$ cat src/source/cnn_macros.svh
`ifndef CNN_MACROS_SVH
`define CNN_MACROS_SVH

// frame geometry
`define CNN_N_FEAT      8
`define CNN_N_STEP      5
`define CNN_N_SAMPLE    (`CNN_N_STEP * `CNN_N_FEAT)

// convolution
`define CNN_N_CHAN      10
`define CNN_N_TAP       3
`define CNN_N_POS       (`CNN_N_STEP - `CNN_N_TAP + 1)
`define CNN_N_KERNEL    (`CNN_N_FEAT * `CNN_N_TAP)
`define CNN_N_FEATURE   (`CNN_N_CHAN * `CNN_N_POS)

// classifier
`define CNN_N_CLASS     27
`define CNN_N_TOP       3

`define CNN_FRAC_SHIFT  8   // bias alignment and result scaling

// weight port address map, one base per region
`define CNN_ADDR_CONV_W 0
`define CNN_ADDR_CONV_B 240
`define CNN_ADDR_FC_W   256
`define CNN_ADDR_FC_B   1072
`define CNN_ADDR_END    1099

`endif

$ cat src/source/cnn_data_pkg.sv
`default_nettype none

package cnn_data_pkg;

    // input sample, already normalized
    typedef logic signed [15:0] sample_t;

    // conv and fc weights and biases share one format
    typedef logic signed [15:0] weight_t;

    // convolution output after shift and clamp
    typedef logic signed [23:0] feature_t;

    typedef logic signed [39:0] conv_acc_t;   // 16x16 products, 24 taps plus bias
    typedef logic signed [47:0] fc_acc_t;     // 24x16 products, 30 terms plus bias

    // class score after the final shift
    typedef logic signed [31:0] logit_t;

    typedef logic [4:0] class_t;              // 0..26, 31 marks an empty rank

    // word address on the shared write port
    typedef logic [10:0] waddr_t;

endpackage

`default_nettype wire

$ cat src/source/cnn_ctrl_pkg.sv
`default_nettype none

package cnn_ctrl_pkg;

    // producer side, conv_wait_bank holds a captured frame until the buffer has room
    typedef enum logic [1:0] {
        conv_idle,
        conv_mac,
        conv_store,
        conv_wait_bank
    } conv_state_t;

    // consumer side
    typedef enum logic [1:0] {
        score_idle,
        score_mac,
        score_rank
    } score_state_t;

endpackage

`default_nettype wire

$ cat src/source/conv_engine.sv
`default_nettype none
`include "cnn_macros.svh"

module conv_engine (
    input  wire                        i_clk,
    input  wire                        i_rst_n,
    input  wire                        i_start,
    input  wire cnn_data_pkg::sample_t i_data [0:`CNN_N_SAMPLE-1],
    input  wire                        i_wr_en,
    input  wire cnn_data_pkg::waddr_t  i_wr_addr,
    input  wire cnn_data_pkg::weight_t i_wr_data,
    input  wire                        i_bank_free,
    output logic                       o_wr_valid,
    output logic [4:0]                 o_wr_index,
    output cnn_data_pkg::feature_t     o_wr_feature,
    output logic                       o_wr_last,
    output logic                       o_busy
);

    cnn_ctrl_pkg::conv_state_t state;

    cnn_data_pkg::sample_t   frame    [0:`CNN_N_SAMPLE-1];
    cnn_data_pkg::weight_t   kern_mem [0:`CNN_N_CHAN*`CNN_N_KERNEL-1];
    cnn_data_pkg::weight_t   bias_mem [0:`CNN_N_CHAN-1];
    cnn_data_pkg::conv_acc_t acc;
    cnn_data_pkg::conv_acc_t acc_shift;
    cnn_data_pkg::conv_acc_t bias_ext;
    cnn_data_pkg::feature_t  result;
    cnn_data_pkg::waddr_t    kern_off;
    cnn_data_pkg::waddr_t    bias_off;

    logic [3:0]         chan;
    logic [1:0]         pos;
    logic [2:0]         feat;
    logic [1:0]         tap;
    logic [5:0]         sample_idx;
    logic [7:0]         kern_idx;
    logic signed [31:0] product;
    logic               first_tap;
    logic               last_feature;
    logic               start_ok;

    // region offsets wrap to large values below the base, so one compare is enough
    assign kern_off = cnn_data_pkg::waddr_t'(i_wr_addr - `CNN_ADDR_CONV_W);
    assign bias_off = cnn_data_pkg::waddr_t'(i_wr_addr - `CNN_ADDR_CONV_B);

    always_ff @(posedge i_clk) begin
        if (i_wr_en && kern_off < `CNN_N_CHAN * `CNN_N_KERNEL) begin
            kern_mem[kern_off[7:0]] <= i_wr_data;
        end
        if (i_wr_en && bias_off < `CNN_N_CHAN) begin
            bias_mem[bias_off[3:0]] <= i_wr_data;
        end
    end

    assign start_ok = i_start && (state == cnn_ctrl_pkg::conv_idle);

    always_ff @(posedge i_clk) begin
        if (start_ok) begin
            frame <= i_data;
        end
    end

    // feature c*3+t reads sample (t+k)*8+f against weight c*24+f*3+k
    assign sample_idx = 6'((pos + tap) * `CNN_N_FEAT + feat);
    assign kern_idx   = 8'(chan * `CNN_N_KERNEL + feat * `CNN_N_TAP + tap);
    assign product    = frame[sample_idx] * kern_mem[kern_idx];
    assign bias_ext   = cnn_data_pkg::conv_acc_t'(bias_mem[chan]) <<< `CNN_FRAC_SHIFT;

    assign first_tap    = (feat == 3'd0) && (tap == 2'd0);
    assign last_feature = (chan == `CNN_N_CHAN - 1) && (pos == `CNN_N_POS - 1);

    always_ff @(posedge i_clk) begin
        if (state == cnn_ctrl_pkg::conv_mac) begin
            acc <= (first_tap ? bias_ext : acc) + cnn_data_pkg::conv_acc_t'(product);
        end
    end

    assign acc_shift = acc >>> `CNN_FRAC_SHIFT;
    assign result    = acc_shift[23:0];

    assign o_wr_valid   = (state == cnn_ctrl_pkg::conv_store);
    assign o_wr_index   = 5'(chan * `CNN_N_POS + pos);
    assign o_wr_feature = result[23] ? '0 : result;   // relu
    assign o_wr_last    = o_wr_valid && last_feature;
    assign o_busy       = (state != cnn_ctrl_pkg::conv_idle);

    always_ff @(posedge i_clk or posedge i_rst_n) begin
        if (i_rst_n) begin
            state <= cnn_ctrl_pkg::conv_idle;
            chan  <= '0;
            pos   <= '0;
            feat  <= '0;
            tap   <= '0;
        end else begin
            case (state)
                cnn_ctrl_pkg::conv_idle: begin
                    if (i_start) begin
                        chan  <= '0;
                        pos   <= '0;
                        feat  <= '0;
                        tap   <= '0;
                        state <= i_bank_free ? cnn_ctrl_pkg::conv_mac
                                             : cnn_ctrl_pkg::conv_wait_bank;
                    end
                end
                cnn_ctrl_pkg::conv_wait_bank: begin
                    if (i_bank_free) begin
                        state <= cnn_ctrl_pkg::conv_mac;
                    end
                end
                cnn_ctrl_pkg::conv_mac: begin
                    if (tap == `CNN_N_TAP - 1) begin
                        tap <= '0;
                        if (feat == `CNN_N_FEAT - 1) begin
                            feat  <= '0;
                            state <= cnn_ctrl_pkg::conv_store;
                        end else begin
                            feat <= feat + 3'd1;
                        end
                    end else begin
                        tap <= tap + 2'd1;
                    end
                end
                cnn_ctrl_pkg::conv_store: begin
                    if (last_feature) begin
                        state <= cnn_ctrl_pkg::conv_idle;   // bank committed by wr_last
                    end else begin
                        state <= cnn_ctrl_pkg::conv_mac;
                        if (pos == `CNN_N_POS - 1) begin
                            pos  <= '0;
                            chan <= chan + 4'd1;
                        end else begin
                            pos <= pos + 2'd1;
                        end
                    end
                end
                default: begin
                    state <= cnn_ctrl_pkg::conv_idle;
                end
            endcase
        end
    end

endmodule

`default_nettype wire

$ cat config.mk
export PLATFORM = sky130hd
export DESIGN_NAME = conv_engine
export DESIGN_NICKNAME = d
export VERILOG_FILES = /design/src/source/cnn_data_pkg.sv /design/src/source/cnn_ctrl_pkg.sv /design/src/source/conv_engine.sv
export VERILOG_INCLUDE_DIRS = /design/src /design/src/source
export SDC_FILE = /design/constraint.sdc
export NUM_CORES = 2
export LEC_CHECK = 0
export BUFFER_PORTS_ARGS = -buffer_cell sky130_fd_sc_hd__buf_2
export CAP_MARGIN = 10
export CORE_MARGIN = 8
export CORE_UTILIZATION = 30
export DETAILED_ROUTE_END_ITERATION = 8
export GPL_TIMING_DRIVEN = 0
export PLACE_DENSITY = 0.46
export SLEW_MARGIN = 20
export SYNTH_ARGS = -nofsm -noshare
export SYNTH_HDL_FRONTEND = slang
export SYNTH_SLANG_ARGS = --single-unit
$ cat constraint.sdc
create_clock -name i_clk -period 29.2 [get_ports i_clk]
set_input_delay 4.38 -clock i_clk [delete_from_list [all_inputs] [get_ports i_clk]]
set_output_delay 4.38 -clock i_clk [all_outputs]
set_load 0.02 [all_outputs]
* Yosys cells after proc, flatten, opt, wreduce, memory -nomap -nowiden
Memories as Yosys holds them, arrays and structs flattened.
Index checks and enable logic that the tools add are counted.
** Storage, ports and cells
- Flip-flop bits (word level) :: 693
- Word-level logic and storage cells :: 127
- Input bits :: 672
- Output and inout bits :: 32
- Memories kept :: 2
- Memory bits (writable) :: 4000
** Memory list
- kern_mem :: depth 240, bits a word 16, rd ports 1, clocked after Yosys merged registers in 0, write ports 1, line conv_engine.sv:23 : cnn_data_pkg::weight_t kern_mem [0:`CNN_N_CHAN*`CNN_N_KERNEL-1];
- bias_mem :: depth 10, bits a word 16, rd ports 1, clocked after Yosys merged registers in 0, write ports 1, line conv_engine.sv:24 : cnn_data_pkg::weight_t bias_mem [0:`CNN_N_CHAN-1];
** Operators by class
- Reduce and logical (&&, ||, !) cells :: 17
- Add/subtract/negate cells :: 11
- Equality and inequality tests :: 13
- Bitwise operators :: 1
- Multiplexer cells :: 30
- Multiply operators :: 4
- Order comparisons :: 3
** Operators by type and width (number)
- $bmux W16 S6 :: 1
- $add A40 B32 Y40 :: 1
- $mux W40 :: 1
- $mul A16 B16 Y32 :: 1
- $mux W16 :: 2
- $mux W23 :: 1
- $mux W2 :: 9
- $mux W4 :: 3
- $lt A11 B4 Y1 const B :: 1
- $lt A11 B8 Y1 const B :: 1
- $sub A11 B8 Y11 const B :: 1
- $mul A4 B2 Y5 const B :: 2
- $mux W3 :: 3
- $add A8 B2 Y8 :: 1
- $add A8 B5 Y8 :: 1
- $eq A2 B2 Y1 const B :: 4
- $pmux W2 S2 :: 2
- $pmux W2 S4 :: 1
- $pmux W4 S2 :: 1
- $reduce_and A4 Y1 :: 2
- $ge A7 B7 Y1 const B :: 1
- $not A6 Y7 :: 1
- $add A6 B3 Y6 :: 1
- $logic_and A1 B1 Y1 :: 6
- 18 further kinds :: 31

* Longest topological paths before layout
- Depth in word-level cells :: 8
- Gate-level depth with buffers :: 44
- Depth with buffers taken out :: 36

* Worst setup path before layout
No wires, ideal clock.
- Path kind :: input -> register
- Start point :: input port i_start
- End point :: register chan[3]
- Setup time :: 0.658 ns
- Path buffers :: 0
- Stages :: 7
- Slack :: 10.411 ns
- Arrival :: 18.130 ns
- Data required time :: 28.542 ns
- Cell sequence :: nand2_1 inv_1 a21oi_1 nor2_1 nand3_1 xnor2_1 nor2_1
** On the way
- Longest elaborated chain between the ends :: 2
** RTL lines
- start, declared :: line conv_engine.sv:7 : input wire i_start,
- $ne A2 B2 Y1 (no source line)
- $reduce_and A4 Y1 (no source line)
- end signal, assigned :: line conv_engine.sv:132 : chan <= chan + 4'd1;
- end, declared :: line conv_engine.sv:32 : logic [3:0] chan;
Every way passes these cells.
A chain may end at the register's enable or synchronous reset.

* Final worst setup path
- Start point :: register feat[1]
- End point :: register acc[31], data pin
** On the way
- Longest elaborated chain between the ends :: 7
- Elaborated cells on any way between the ends :: 14
- Classes of those cells :: add/sub: 4; mul: 2; mux: 4; bitwise: 1; reduce/logical: 2; memory: 1
** RTL lines
- start, declared :: line conv_engine.sv:34 : logic [2:0] feat;
- start signal, assigned :: line conv_engine.sv:119 : feat <= feat + 3'd1;
- branches (longest 6 deep; another with $mul A16 B16 Y32)
- $add A40 B32 Y40 (*) :: line conv_engine.sv:75 : acc <= (first_tap ? bias_ext : acc) + cnn_data_pkg::conv_acc_t'(product);
- end signal, assigned :: line conv_engine.sv:75
- end, declared :: line conv_engine.sv:25 : cnn_data_pkg::conv_acc_t acc;
Every way passes the cells marked *. The select of a mux whose other input is x is not followed.

==> out/qor.yml <==
status: "complete, but fails checks"
violations: "DRC"
hold_viol: 0
crit_slowest_cell: "fa_1"
row_count: 293
num-fill-cells: 57700
crit_type: "reg2reg"
startpoint_type: "register"
synth.distinct_cells: 68
synth_nets: 9762
tightest_slew_ns: 1.33
syn_to_final_growth_pct: 22.1
grt_setup_unrepaired: "false"
drc: 3
nets: 11400
vias_per_cell: 5.52
multi_input_area_um2: 49100
ys_warn_count: 0
gp_congestion: 0.921
clk_pin_slew_ns: 0.06
drive_above_1_share_pct: 36.5
overflow: 0
synthFlopType: "edfxtp_1"
synth_edf_count: 4672
cp.required_ns: 30.00
hold_ws_ns: 0.594
reg2reg_from: "feat[1]$_DFFE_PP0P_"
crit_arrival_ns: 18.27
finClkSkew_ns: 0.0884
grt_pass1_wl_um: 1010000
crit_path_end: "acc[31]$_DFFE_PP_"
fin_crit_ns: 17.47
core_um2: 636000
wl_um: 780000
synth-seq-cells: 4685
final.setup.tns_ns: 0
finalCritPeriodShare_pct: 59.8
drv_slew: 0
setup-violations-final: 0
avgSynthCellArea_um2: 22.1
mostFrequentLayoutCells: "4672 x edfxtp_1, 1452 x mux4_2, 802 x buf_2"
numCtsBuffers: 522
rrSetupSlack_ns: 11.73
ant_nets: 0
netlist_area_um2: 191000
cts.sinks: 4685
final_common_cell: "edfxtp_1"
dpl.hpwl_um: 570000
seq_area_frac_synth_pct: 73.5
drt-wirelength-per-cell_um: 40.7
fmax_ghz: 0.0572
hold_buffers: 0
first_global_vias: 105000
die_h_um: 815
antenna_found_initial: 195
critPathCaptureType: "register"
synthArstFlopShare_pct: 0.277
maxCapViolCount: 0
dieArea_um2: 664000
post-cts-setup-buffer-count: 0
cpPeakStageDelay_ns: 1.13
die_x_um: 815
hold_path.class: "reg2reg"
reg2reg_depth: 44
port_buffers: 700
timing.slew.headroom_pct: 11.2
start_util_pct: 30.1
vias: 106000
first_iter_violations: 16300
cts_tree: "yes"
grt_max_degree: 133
dp_slack_ns: 11.52
syn_inst: 8670
ios: 704
path_common_cell: "fa_1"
register_area_um2: 141000
cp_max_fo: 10
firstDrtPassIters: 8
track_usage_pct: 22.8
design_area_um2: 234000
cts_buffer_depth: 4
placement.cell_area_um2: 217000
crit_start: "feat[1]$_DFFE_PP0P_"
r2r-end: "acc[31]$_DFFE_PP_"
worst_slack_ns: 11.73
cts-root-buf: "clkbuf_16"
htreeDepth: 6
clk_latency_ns: 1.12
cts_resized: 0
-- flip-flops by register name (all words and copies together) (netlist names) --
name and flops:
tap 2, pos 2, bias_mem 160, state 2
chan 4, frame 640, acc 32, kern_mem 3840
feat 3
-- worst max-delay path: cells and delay by family (launching register included) --
family                   cells  cell delay, ns
buffers and inverters       19            6.50
adder cells (fa/ha/maj)     10            5.00
AO/OA/AOI/OAI                7            3.19
AND/OR/NAND/NOR              6            1.30
flip-flops                   1            0.48
XOR/XNOR                     1            0.30
multiplexers                 1            0.22
-- layer usage --
metal	global-route usage (%)	share of wire (%)	up-vias	wire [um]
met5	0.00718	0.025	-	195
met4	10.4	5.6	24	43800
met3	6.19	10	1539	79300
met2	34.9	45	6663	350000
met1	30.3	39	58400	307000
li1	-	-	39000	-
-- cell type report --
class                           instances  share of cell area [%]
Tap cell                             8407                    4.50
Sequential cell                      4685                    60.2
Buffer                                447                    1.10
Antenna cell                           69                  0.0739
Inverter                              355                   0.574
Clock inverter                        294                    1.15
Multi-Input combinational cell       3183                    21.0
Timing Repair Buffer                 1066                    5.53
Clock buffer                          639                    5.85
-- through the flow --
stage,utilization [%],cells
2_1_floorplan,-,8670
3_3_place_gp,32.3,17800
3_5_place_dp,34.1,18100
4_1_cts,36.7,19100
5_1_grt,36.7,19100
6_report,36.7,19100
-- synth_stat cells, drive strengths merged, types with 18 or more instances --
library cell | number | area (um^2)
a221oi | 18 | 170
o21ai | 56 | 284
nor2 | 313 | 1170
mux4 | 1452 | 32700
a21o | 20 | 150
nand3 | 62 | 310
edfxtp | 4672 | 140000
xnor2 | 39 | 342
inv | 352 | 1320
clkbuf | 220 | 826
fa | 300 | 6010
ha | 120 | 1500
and2 | 128 | 801
a21oi | 65 | 329
mux2i | 27 | 270
nand2 | 392 | 1480
nor2b | 51 | 319
buf | 227 | 1540
-- worst min-delay path by stage --
stage | from | end | depth (start not counted)
floorplan | tap[1]$_DFFE_PP0P_ | tap[1]$_DFFE_PP0P_ | 1
global placement | tap[1]$_DFFE_PP0P_ | tap[1]$_DFFE_PP0P_ | 1
detailed placement | tap[1]$_DFFE_PP0P_ | tap[1]$_DFFE_PP0P_ | 1
CTS | tap[1]$_DFFE_PP0P_ | tap[1]$_DFFE_PP0P_ | 1
global route | tap[1]$_DFFE_PP0P_ | tap[1]$_DFFE_PP0P_ | 1
finish | tap[1]$_DFFE_PP0P_ | tap[1]$_DFFE_PP0P_ | 1
-- logic make-up (layout without fill, tap and decap cells) --
family                     after synthesis  in the layout  synth area share, %
DFF                                   4685           4685                 73.5
other                                    1             70              0.00196
muxes                                 1481           1481                 17.2
buffers and inverters                  802           2801                 1.93
adders and majority gates              420            420                 3.92
and+or+nand+nor                        983            983                 2.26
xor gates and xnor gates                53             53                0.254
AOI/OAI and AO/OA                      245            245                0.890
Power is left out: the tool's default activity adds up to more than one toggle a clock period on the data nets, which glitch-free logic cannot reach.
